### src/design/runner_params.svh
`ifndef RUNNER_PARAMS_SVH
`define RUNNER_PARAMS_SVH

////////////////////
// pwm measurement
////////////////////
`define RUNNER_PWM_CNT_W    12        // window counter width, 4096 cycle window
`define RUNNER_DUTY_W       11        // high count with its lsb dropped

////////////////////
// wheel and platform physics
////////////////////
`define RUNNER_OMEGA_MAX    32700     // wheel velocity clamp, either sign
`define RUNNER_HEADING_GAIN 16'h1FA0  // platform rate to heading step

////////////////////
// register bus
////////////////////
`define RUNNER_APB_AW       8         // byte address width

`endif

### src/design/runner_apb_pkg.sv
`default_nettype none

`include "runner_params.svh"

package runner_apb_pkg;

  ////////////////////
  // register map
  ////////////////////
  typedef enum logic [`RUNNER_APB_AW-1:0] {
    CTRL       = 8'h00,  // enable, clear strobe
    OMEGA_LFT  = 8'h04,  // left wheel velocity, ro
    OMEGA_RGHT = 8'h08,  // right wheel velocity, ro
    HEADING    = 8'h0C,  // platform heading, ro
    DUTY_LFT   = 8'h10,  // lft2 in 26:16, lft1 in 10:0
    DUTY_RGHT  = 8'h14,  // rght2 in 26:16, rght1 in 10:0
    UPD_CNT    = 8'h18   // model updates since reset or clear
  } reg_addr_e;

  // control word, clear self-clears after one cycle
  typedef struct packed {
    logic clear;   // bit 1
    logic enable;  // bit 0
  } ctrl_t;

endpackage

`default_nettype wire

### src/design/runner_types_pkg.sv
`default_nettype none

`include "runner_params.svh"

package runner_types_pkg;

  ////////////////////
  // motor drive
  ////////////////////

  // half the high count of one pwm pin over a window
  typedef logic [`RUNNER_DUTY_W-1:0] duty_t;

  ////////////////////
  // wheel state
  ////////////////////
  typedef logic signed [12:0] alpha_t;  // angular accel, saturates
  typedef logic signed [15:0] omega_t;  // angular velocity, clamped

  ////////////////////
  // platform state
  ////////////////////

  // integrated heading, zero is north, full scale wraps around
  typedef logic signed [19:0] heading_t;

endpackage

`default_nettype wire

### src/design/runner_ifs.sv
`timescale 1ns/1ns
`default_nettype none

////////////////////
// capture to dynamics
////////////////////
interface duty_if;
  import runner_types_pkg::*;

  duty_t lft1;   // left motor forward leg
  duty_t lft2;   // left motor reverse leg
  duty_t rght1;  // right motor, mirrored
  duty_t rght2;
  logic  vld;    // one cycle strobe per window

  modport src (output lft1, output lft2, output rght1, output rght2, output vld);
  modport dst (input lft1, input lft2, input rght1, input rght2, input vld);

endinterface

////////////////////
// heading to regs
////////////////////
interface motion_if;
  import runner_types_pkg::*;

  omega_t   omega_lft;   // aligned with heading
  omega_t   omega_rght;
  heading_t heading;
  logic     upd;         // all three just refreshed

  modport src (output omega_lft, output omega_rght, output heading, output upd);
  modport dst (input omega_lft, input omega_rght, input heading, input upd);

endinterface

`default_nettype wire

### src/design/heading_integrator.sv
`timescale 1ns/1ns
`default_nettype none

`include "runner_params.svh"

module heading_integrator (
  input wire                           clk,
  input wire                           rst_n,
  input wire runner_types_pkg::omega_t omega_lft,   // fresh with omega_vld
  input wire runner_types_pkg::omega_t omega_rght,
  input wire                           omega_vld,
  input wire                           enable,
  input wire                           clear,
  motion_if.src                        motion       // aligned model state
);

  import runner_types_pkg::*;

  localparam logic signed [15:0] GAIN = `RUNNER_HEADING_GAIN;  // positive

  logic signed [15:0] rate;         // platform angular rate
  logic signed [31:0] prod;
  heading_t           heading_nxt;

  // wheel difference plus a quarter of each wheel, 16 bit wrap
  assign rate        = omega_rght - omega_lft + (omega_rght >>> 2) - (omega_lft >>> 2);
  assign prod        = rate * GAIN;
  assign heading_nxt = motion.heading + $signed(prod[31:16]);  // wraps at 20 bits

  always_ff @(posedge clk or negedge rst_n) begin
    if (!rst_n) begin
      motion.omega_lft  <= '0;
      motion.omega_rght <= '0;
      motion.heading    <= '0;  // north
      motion.upd        <= 1'b0;
    end else begin
      motion.upd <= omega_vld && enable && !clear;
      if (clear) begin
        motion.omega_lft  <= '0;
        motion.omega_rght <= '0;
        motion.heading    <= '0;
      end else if (omega_vld && enable) begin
        motion.omega_lft  <= omega_lft;   // carried so regs see one snapshot
        motion.omega_rght <= omega_rght;
        motion.heading    <= heading_nxt;
      end
    end
  end

endmodule

`default_nettype wire

### src/design/pwm_duty_capture.sv
`timescale 1ns/1ns
`default_nettype none

`include "runner_params.svh"

module pwm_duty_capture (
  input wire  clk,
  input wire  rst_n,
  input wire  lft_pwm1,   // left motor pins
  input wire  lft_pwm2,
  input wire  rght_pwm1,  // right motor pins
  input wire  rght_pwm2,
  duty_if.src duty        // held duties plus window strobe
);

  import runner_types_pkg::*;

  localparam int NCH = 4;  // lft1, lft2, rght1, rght2

  logic [`RUNNER_PWM_CNT_W-1:0] per_cnt;       // shared window counter
  logic [`RUNNER_PWM_CNT_W-1:0] hi_cnt [NCH];  // high cycles so far
  duty_t                        duty_q [NCH];  // last complete window
  logic [NCH-1:0]               pwm_in;
  logic                         win_end;

  assign pwm_in  = {rght_pwm2, rght_pwm1, lft_pwm2, lft_pwm1};  // index = channel
  assign win_end = &per_cnt;                                     // last cycle of window

  ////////////////////
  // window timing
  ////////////////////
  always_ff @(posedge clk or negedge rst_n) begin
    if (!rst_n) begin
      per_cnt <= '0;
    end else begin
      per_cnt <= per_cnt + 1'b1;  // wraps every 4096 cycles
    end
  end

  ////////////////////
  // high time per pin
  ////////////////////
  always_ff @(posedge clk or negedge rst_n) begin
    if (!rst_n) begin
      for (int i = 0; i < NCH; i++) begin
        hi_cnt[i] <= '0;
        duty_q[i] <= '0;
      end
    end else begin
      for (int i = 0; i < NCH; i++) begin
        if (win_end) begin
          duty_q[i] <= hi_cnt[i][`RUNNER_PWM_CNT_W-1:1];  // halve, lsb dropped
          hi_cnt[i] <= '0;                                 // pin level here is lost
        end else if (pwm_in[i]) begin
          hi_cnt[i] <= hi_cnt[i] + 1'b1;
        end
      end
    end
  end

  always_ff @(posedge clk or negedge rst_n) begin
    if (!rst_n) begin
      duty.vld <= 1'b0;
    end else begin
      duty.vld <= win_end;  // lands with the new duties
    end
  end

  assign duty.lft1  = duty_q[0];
  assign duty.lft2  = duty_q[1];
  assign duty.rght1 = duty_q[2];
  assign duty.rght2 = duty_q[3];

  // downstream stages treat every vld as a fresh window
  a_vld_single: assert property (@(posedge clk) disable iff (!rst_n)
    duty.vld |=> !duty.vld);

endmodule

`default_nettype wire

### src/design/runner_apb_regs.sv
`timescale 1ns/1ns
`default_nettype none

`include "runner_params.svh"

module runner_apb_regs (
  input  wire                         clk,
  input  wire                         rst_n,
  input  wire [`RUNNER_APB_AW-1:0]    paddr,
  input  wire                         psel,
  input  wire                         penable,
  input  wire                         pwrite,
  input  wire [31:0]                  pwdata,
  output logic [31:0]                 prdata,
  output logic                        pready,     // one wait state
  output logic                        pslverr,
  motion_if.dst                       motion,
  input  wire [2*`RUNNER_DUTY_W-1:0]  duty_lft,   // {lft2, lft1}
  input  wire [2*`RUNNER_DUTY_W-1:0]  duty_rght,  // {rght2, rght1}
  output logic                        enable,
  output logic                        clear
);

  import runner_types_pkg::*;
  import runner_apb_pkg::*;

  ctrl_t       ctrl;
  logic [15:0] upd_cnt;  // model updates
  logic        acc_cyc;  // first access phase cycle
  logic [31:0] rd_data;
  logic        rd_err;
  logic        wr_err;

  // second duty in the upper half word
  function automatic logic [31:0] pack_duty(input duty_t d1, input duty_t d2);
    return (32'(d2) << 16) | 32'(d1);
  endfunction

  assign acc_cyc = psel && penable && !pready;
  assign enable  = ctrl.enable;
  assign clear   = ctrl.clear;
  assign wr_err  = (paddr != CTRL);  // everything else is read only

  ////////////////////
  // read decode
  ////////////////////
  always_comb begin
    rd_data = '0;
    rd_err  = 1'b0;
    case (paddr)
      CTRL:       rd_data = 32'(ctrl.enable);       // clear never reads back
      OMEGA_LFT:  rd_data = 32'(motion.omega_lft);  // sign extended
      OMEGA_RGHT: rd_data = 32'(motion.omega_rght);
      HEADING:    rd_data = 32'(motion.heading);
      DUTY_LFT:   rd_data = pack_duty(duty_lft[`RUNNER_DUTY_W-1:0],
                                      duty_lft[2*`RUNNER_DUTY_W-1:`RUNNER_DUTY_W]);
      DUTY_RGHT:  rd_data = pack_duty(duty_rght[`RUNNER_DUTY_W-1:0],
                                      duty_rght[2*`RUNNER_DUTY_W-1:`RUNNER_DUTY_W]);
      UPD_CNT:    rd_data = 32'(upd_cnt);
      default:    rd_err  = 1'b1;                   // unmapped reads zero
    endcase
  end

  ////////////////////
  // bus handshake
  ////////////////////
  always_ff @(posedge clk or negedge rst_n) begin
    if (!rst_n) begin
      pready  <= 1'b0;
      pslverr <= 1'b0;
    end else begin
      pready  <= acc_cyc;  // high for exactly one cycle
      pslverr <= acc_cyc && (pwrite ? wr_err : rd_err);
    end
  end

  always_ff @(posedge clk or negedge rst_n) begin
    if (!rst_n) begin
      prdata <= '0;
    end else if (acc_cyc) begin
      prdata <= pwrite ? '0 : rd_data;
    end
  end

  always_ff @(posedge clk or negedge rst_n) begin
    if (!rst_n) begin
      ctrl <= '{clear: 1'b0, enable: 1'b1};   // model runs out of reset
    end else if (acc_cyc && pwrite && !wr_err) begin
      ctrl <= ctrl_t'(pwdata[1:0]);
    end else begin
      ctrl.clear <= 1'b0;                     // one cycle strobe
    end
  end

  always_ff @(posedge clk or negedge rst_n) begin
    if (!rst_n) begin
      upd_cnt <= '0;
    end else if (ctrl.clear) begin
      upd_cnt <= '0;
    end else if (motion.upd) begin
      upd_cnt <= upd_cnt + 1'b1;
    end
  end

  a_penable_in_sel: assert property (@(posedge clk) disable iff (!rst_n)
    penable |-> psel);

endmodule

`default_nettype wire

### src/design/runner_physics_top.sv
`timescale 1ns/1ns
`default_nettype none

`include "runner_params.svh"

module runner_physics_top (
  input  wire                       clk,
  input  wire                       rst_n,
  input  wire                       lft_pwm1,   // left motor drive
  input  wire                       lft_pwm2,
  input  wire                       rght_pwm1,  // right motor drive
  input  wire                       rght_pwm2,
  input  wire [`RUNNER_APB_AW-1:0]  paddr,
  input  wire                       psel,
  input  wire                       penable,
  input  wire                       pwrite,
  input  wire [31:0]                pwdata,
  output wire [31:0]                prdata,
  output wire                       pready,
  output wire                       pslverr
);

  import runner_types_pkg::*;

  duty_if   duty_bus ();    // capture -> dynamics
  motion_if motion_bus ();  // heading -> regs

  omega_t omega_lft;        // dynamics -> heading
  omega_t omega_rght;
  logic   omega_vld;
  logic   enable;           // from control register
  logic   clear;

  ////////////////////
  // pipeline
  ////////////////////
  pwm_duty_capture u_capture (
    .clk       (clk),
    .rst_n     (rst_n),
    .lft_pwm1  (lft_pwm1),
    .lft_pwm2  (lft_pwm2),
    .rght_pwm1 (rght_pwm1),
    .rght_pwm2 (rght_pwm2),
    .duty      (duty_bus.src)
  );

  wheel_dynamics u_dynamics (
    .clk        (clk),
    .rst_n      (rst_n),
    .duty       (duty_bus.dst),
    .enable     (enable),
    .clear      (clear),
    .omega_lft  (omega_lft),
    .omega_rght (omega_rght),
    .omega_vld  (omega_vld)
  );

  heading_integrator u_heading (
    .clk        (clk),
    .rst_n      (rst_n),
    .omega_lft  (omega_lft),
    .omega_rght (omega_rght),
    .omega_vld  (omega_vld),
    .enable     (enable),
    .clear      (clear),
    .motion     (motion_bus.src)
  );

  runner_apb_regs u_regs (
    .clk       (clk),
    .rst_n     (rst_n),
    .paddr     (paddr),
    .psel      (psel),
    .penable   (penable),
    .pwrite    (pwrite),
    .pwdata    (pwdata),
    .prdata    (prdata),
    .pready    (pready),
    .pslverr   (pslverr),
    .motion    (motion_bus.dst),
    .duty_lft  ({duty_bus.lft2, duty_bus.lft1}),    // held duties, not re-timed
    .duty_rght ({duty_bus.rght2, duty_bus.rght1}),
    .enable    (enable),
    .clear     (clear)
  );

endmodule

`default_nettype wire

### src/design/wheel_dynamics.sv
`timescale 1ns/1ns
`default_nettype none

`include "runner_params.svh"

module wheel_dynamics (
  input  wire                      clk,
  input  wire                      rst_n,
  duty_if.dst                      duty,        // duties from capture
  input  wire                      enable,      // model running
  input  wire                      clear,       // zero both wheels
  output runner_types_pkg::omega_t omega_lft,
  output runner_types_pkg::omega_t omega_rght,
  output logic                     omega_vld    // new velocities
);

  import runner_types_pkg::*;

  localparam logic signed [16:0] ALPHA_HI = 17'sd4095;   // alpha_t range
  localparam logic signed [16:0] ALPHA_LO = -17'sd4096;
  localparam logic signed [17:0] OMEGA_HI = `RUNNER_OMEGA_MAX;
  localparam logic signed [17:0] OMEGA_LO = -`RUNNER_OMEGA_MAX;

  alpha_t alpha_lft;
  alpha_t alpha_rght;
  omega_t omega_lft_nxt;
  omega_t omega_rght_nxt;

  ////////////////////
  // wheel equations
  ////////////////////

  // torque is the duty difference, back emf pulls it down
  function automatic alpha_t calc_alpha(input duty_t d_pos, input duty_t d_neg,
                                        input omega_t om);
    logic signed [16:0] torque;
    logic signed [16:0] om_x;
    logic signed [16:0] acc;
    torque = $signed({6'b0, d_pos}) - $signed({6'b0, d_neg});
    om_x   = om;                                    // sign extend
    acc    = torque - (om_x >>> 4) - (om_x >>> 6);
    if (acc > ALPHA_HI) begin
      return ALPHA_HI[12:0];                        // saturate high
    end else if (acc < ALPHA_LO) begin
      return ALPHA_LO[12:0];                        // saturate low
    end
    return acc[12:0];
  endfunction

  // velocity integrates alpha, single back emf loss
  function automatic omega_t calc_omega(input omega_t om, input alpha_t al);
    logic signed [17:0] om_x;
    logic signed [17:0] al_x;
    logic signed [17:0] sum;
    om_x = om;
    al_x = al;
    sum  = om_x + (al_x >>> 2) - (om_x >>> 6);
    if (sum > OMEGA_HI) begin
      return OMEGA_HI[15:0];
    end else if (sum < OMEGA_LO) begin
      return OMEGA_LO[15:0];
    end
    return sum[15:0];
  endfunction

  assign alpha_lft      = calc_alpha(duty.lft1, duty.lft2, omega_lft);
  assign alpha_rght     = calc_alpha(duty.rght2, duty.rght1, omega_rght);  // mirrored
  assign omega_lft_nxt  = calc_omega(omega_lft, alpha_lft);
  assign omega_rght_nxt = calc_omega(omega_rght, alpha_rght);

  ////////////////////
  // state update
  ////////////////////
  always_ff @(posedge clk or negedge rst_n) begin
    if (!rst_n) begin
      omega_lft  <= '0;
      omega_rght <= '0;
      omega_vld  <= 1'b0;
    end else begin
      omega_vld <= duty.vld && enable && !clear;  // clear swallows the strobe
      if (clear) begin
        omega_lft  <= '0;
        omega_rght <= '0;
      end else if (duty.vld && enable) begin
        omega_lft  <= omega_lft_nxt;
        omega_rght <= omega_rght_nxt;
      end
    end
  end

  a_omega_clamp: assert property (@(posedge clk) disable iff (!rst_n)
    (omega_lft >= OMEGA_LO) && (omega_lft <= OMEGA_HI) &&
    (omega_rght >= OMEGA_LO) && (omega_rght <= OMEGA_HI));

endmodule

`default_nettype wire

### config.mk
export PLATFORM = sky130hd
export DESIGN_NAME = runner_physics_top
export DESIGN_NICKNAME = d
export VERILOG_FILES = /design/src/design/runner_apb_pkg.sv /design/src/design/runner_types_pkg.sv /design/src/design/runner_ifs.sv /design/src/design/heading_integrator.sv /design/src/design/pwm_duty_capture.sv /design/src/design/runner_apb_regs.sv /design/src/design/runner_physics_top.sv /design/src/design/wheel_dynamics.sv
export VERILOG_INCLUDE_DIRS = /design/src /design/src/design
export SDC_FILE = /design/constraint.sdc
export NUM_CORES = 1
export LEC_CHECK = 0
export BUFFER_PORTS_ARGS = -buffer_cell sky130_fd_sc_hd__buf_2
export CORE_UTILIZATION = 45
export DETAILED_ROUTE_END_ITERATION = 7
export GPL_TIMING_DRIVEN = 0
export SLEW_MARGIN = 5
export SYNTH_ARGS = -nofsm -noshare
export SYNTH_HDL_FRONTEND = slang
export SYNTH_SLANG_ARGS = --single-unit
### constraint.sdc
create_clock -name clk -period 18.5 [get_ports clk]
set_clock_uncertainty 0.2 [all_clocks]
set_input_delay 2.775 -clock clk [delete_from_list [all_inputs] [get_ports clk]]
set_output_delay 2.775 -clock clk [all_outputs]
set_load 0.005 [all_outputs]
==> flow_results.org <==
** Outcome
- The run finished, with violations left.
- The checks that failed: design-rule violations.

** Power
- Clock share of power :: 45.9%
- Pwr Density :: around 53 nW/um^2
- Cell internal pwr :: 942.2 uW
- Net Switching :: between 300 and 400 uW
- Combinational cells account for ~6.7% of the total power.
- Net switching is approximately a quarter of the power.
- For this design the static power due to leakage is around 0.011 uW.
- Peak supply drop :: around 0.086 mV
- Share of total power in sequential cells :: 47.4%

** Clocking
- In this run the clock root is driven by a sky130_fd_sc_hd__clkbuf_16.
- Total of cells resized after clock tree synthesis :: 0
- After clock tree synthesis, the clock-pin slew on the worst setup and hold paths is around 60 ps.
- Total number of H-tree levels :: 1
- Clock tree synthesis found a total of around 240 sinks.
- CTS max path bufs :: 3
- Number of clock buffers inserted by TritonCTS :: 26
- # Post-CTS Setup Buffers :: 0
- Clock latency on the worst-skew pair :: approximately 550 ps
- CTS tree :: built
- In this run, post-CTS hold repair placed 0 buffers.

** Layout
- The library cell used most frequently in the layout, excluding fill and tap cells, is sky130_fd_sc_hd__inv_1.
- Fraction of layout instances using a drive strength above 1 :: ~8%
- The number of antenna diodes in the final layout is 0.
- Final std cells w/o fill :: 3106
- In the final layout, the multi-input gates occupy about 14000 sq um.
- Filler cell count in the final layout :: around 4400
- Commonest cells after routing, fill and taps aside :: sky130_fd_sc_hd__inv_1, sky130_fd_sc_hd__nand2_1, sky130_fd_sc_hd__dfrtp_1
- In the final design database the tool counted between 2000 and 3000 nets.
- Area Overhead vs Synth :: 9.378%
- Summing all flip-flop and latch instances after layout gives between 5000 and 6000 sq um.

** Route
- Once detail routing completed, the nets flagged for antenna violations numbered 0.
- Post-DR wirelength/cell :: ~18 um
- After the first detailed-routing iteration, the DRC count stood at a little over 900.
- Detailed Routing Iterations Pass 1 :: 7
- Routed vias/inst :: 5.483
- Via total after detailed routing :: 17030
- Final WL :: approximately 56000 um
- In the routed design, unresolved DRC markers number 3.

** STA
- Setup repair after global routing left no endpoint under its margin.
- Share of the cycle needed by the critical path after routing :: between 50% and 60%
- Setup total negative slack :: 0 ps
- Final hold violations :: 0
- Final Slew Violations :: 0
- Final setup fails :: 0
- Post-layout minimum cycle time :: roughly 11000 ps
- Max-Slew Margin vs Limit :: about a third
- Final hold analysis gives a worst-case slack of 268.3 ps.
- For this run, the top clock speed supported by timing is around 0.094 GHz.
- For the pin with the worst max-slew slack, the measured transition is 969.8 ps.
- In the post-route analysis, the smallest setup slack over all paths is about 7800 ps.

** Yosys
- Post-synth ARST share :: 100.0%
- Synth warnings :: 0
- The biggest area contributor in the post-synthesis netlist is sky130_fd_sc_hd__dfrtp_1.
- Among all flip-flop cells after synthesis, the most frequent one is sky130_fd_sc_hd__dfrtp_1.
- By area the synthesized netlist is led by sky130_fd_sc_hd__dfrtp_1, sky130_fd_sc_hd__fa_1, sky130_fd_sc_hd__ha_1, sky130_fd_sc_hd__inv_1, sky130_fd_sc_hd__nand2_1.
- For this run, the register share of the synthesized area comes to between 20 and 30%.
- The number of nets handed over by synthesis was roughly 2800.
- Synthesis instantiated 98 different standard cells from the library.
- In the synthesized netlist, the number of instances is between 2000 and 2500.
- Average footprint of a synthesized cell :: 8.988 sq um
- The top cell type by area accounts for approximately 28% of the synthesized area.
- Area of the mapped netlist :: roughly 22000 sq um
- Yosys mapped a number of flops with a built-in enable equal to 0.
- Number of synthesized register bits :: about 240

** Floorplan
- Core footprint :: between 40000 and 50000 sq um
- Measured along the x axis, the die boundary spans 220.9 um.
- Measured along the y axis, the die boundary spans between 200 and 250 um.
- After floorplanning, the core was divided into 79 placement rows.
- Full die area :: 48790 sq um
- Number of placed I/O pins :: 83
- For this configuration, the core starts out at a cell density of between 40% and 50%.

** Global routing
- The initial antenna violation count came to 1.
- Met3 capacity usage during global routing :: 2.696%
- After global routing the overflow that remains totals 0.
- Number of global-route vias before repair :: 16913
- Pin count of the biggest net entering global routing :: 120
- Highest-utilization routing layer at the global route stage :: met2
- Global-route track usage on met2 :: 39.45%
- Global routing consumed, on the met1 layer, between 30% and 40% of the routing resources.
- Across every metal layer, demand over resource in global routing totals approximately 23%.
- The first global-routing pass estimated just over 90000 um of wire.

** Critical path
- Setup crit start kind :: flop
- Data arrival time of the critical path :: about 11000 ps
- On the critical path, the stage with the largest delay is an instance of sky130_fd_sc_hd__xor2_1.
- Cell type with the highest occurrence count on the critical path :: sky130_fd_sc_hd__fa_1
- The critical path in this run is classified as flop to flop.
- The worst setup path is captured at a flop.
- Delay of the slowest critical-path stage :: between 600 and 700 ps
- Worst Path Max Fanout :: 6
- Data on the critical path is required at its endpoint by roughly 19000 ps.

** Run
- The tool flagged a number of max-cap violations equal to 0.

** Place
- The congestion estimate from routability-driven global placement came to approximately 0.94.
- Port buffer count :: 50
- Setup slack at placement :: between 7000 and 8000 ps
- Cells after DPL :: between 3000 and 4000
- Detailed placement finished with a half-perimeter wire length of 45200 um.

** Hold path
- The worst hold path belongs to the class flop to flop.
[critical path: cells and delay by family, from the launching register on]
family / cells / cell delay [ps]
simple gates: 5 / 700
buf+inv: 6 / 460
xor+xnor: 3 / 1050
compound gates: 13 / 3370
flops: 1 / 420
fa+ha+maj: 11 / 4330
[area by class of cell]
class | instances | area share, %
inverters | 288 | 4.584
plain buffers | 66 | 1.353
clock inverters | 10 | 0.6791
repair buffers | 52 | 1.337
well taps | 607 | 3.220
multi-input cells | 1806 | 60.12
flip-flops and latches | 239 | 25.36
clock buffers | 38 | 3.337
[final timing paths]
check	startpoint	endpoint	slack, ps	depth (start not counted)
setup / recovery	u_dynamics.omega_lft[2]	u_heading.motion.heading[18]	7850	38
hold / removal	u_capture.per_cnt[0]	u_capture.per_cnt[0]	270	1
setup reg to reg	u_dynamics.omega_lft[2]	u_heading.motion.heading[18]	7850	38
hold reg to reg	u_capture.per_cnt[0]	u_capture.per_cnt[0]	270	1
max in group asynchronous	rst_n	u_capture.per_cnt[2]	14810	3
min in group asynchronous	rst_n	u_dynamics.omega_lft[14]	1890	1
[power groups by stage]
stage	clock network, uW	logic [uW]	registers, uW
after floorplan	0	60.1	591
after global placement	0	80.1	602
after detailed placement	0	85.8	603
after CTS	586	86.6	594
after global routing	606	99.1	599
final	575	84.6	594
[flip-flops by register name (all words and copies together), names as in the netlist, 12 cells and up]
register and count:
u_heading.motion.omega_rght 16, u_capture.per_cnt 12, u_capture.hi_cnt 48, u_dynamics.omega_rght 16, u_regs.prdata 28, u_regs.upd_cnt 16, u_heading.motion.omega_lft 16, u_dynamics.omega_lft 16
u_heading.motion.heading 20
[Yosys cell counts (20+ instances only)]
master,count
sky130_fd_sc_hd__a21boi_0,30
sky130_fd_sc_hd__nor2b_1,30
sky130_fd_sc_hd__nand4_1,22
sky130_fd_sc_hd__a21o_1,37
sky130_fd_sc_hd__clkbuf_1,50
sky130_fd_sc_hd__inv_1,288
sky130_fd_sc_hd__nand3_1,28
sky130_fd_sc_hd__xnor2_1,90
sky130_fd_sc_hd__a21oi_1,136
sky130_fd_sc_hd__dfrtp_1,238
sky130_fd_sc_hd__nor3_1,34
sky130_fd_sc_hd__ha_1,213
sky130_fd_sc_hd__nand2_1,275
sky130_fd_sc_hd__and3_1,25
sky130_fd_sc_hd__xor2_1,78
sky130_fd_sc_hd__nor2_1,209
sky130_fd_sc_hd__o21ai_0,124
sky130_fd_sc_hd__mux2i_1,23
sky130_fd_sc_hd__o21a_1,20
sky130_fd_sc_hd__fa_1,136
sky130_fd_sc_hd__nand2b_1,23
sky130_fd_sc_hd__mux2_2,23
[kinds of logic after synthesis]
kind of cell / count (synthesis) / share of synthesized area (%)
xor gates and xnor gates: 169 / 6.900
muxes: 46 / 2.269
and+or+nand+nor: 713 / 14.98
AOI/OAI and AO/OA: 529 / 16.63
adders and majority gates: 349 / 24.99
buffers and inverters: 354 / 6.493
DFF: 239 / 27.74
[per-layer routing]
layer  part of all wire, %  wire length, um
met1                    45            25330
met2                    48            26920
met3                   4.9             2739
met4                   2.3             1274
met5                 0.020               11
[per-stage QoR]
step / cell area, sq um / util, % / power (uW)
after floorplan: 21560 / - / 651.0
after global placement: 22570 / 48.07 / 681.6
after detailed placement: 22640 / 48.21 / 689.1
after CTS: 23580 / 50.23 / 1267
after global routing: 23580 / 50.23 / 1304
final: 23580 / 50.23 / 1254
Power figures use the tool's default switching activity.
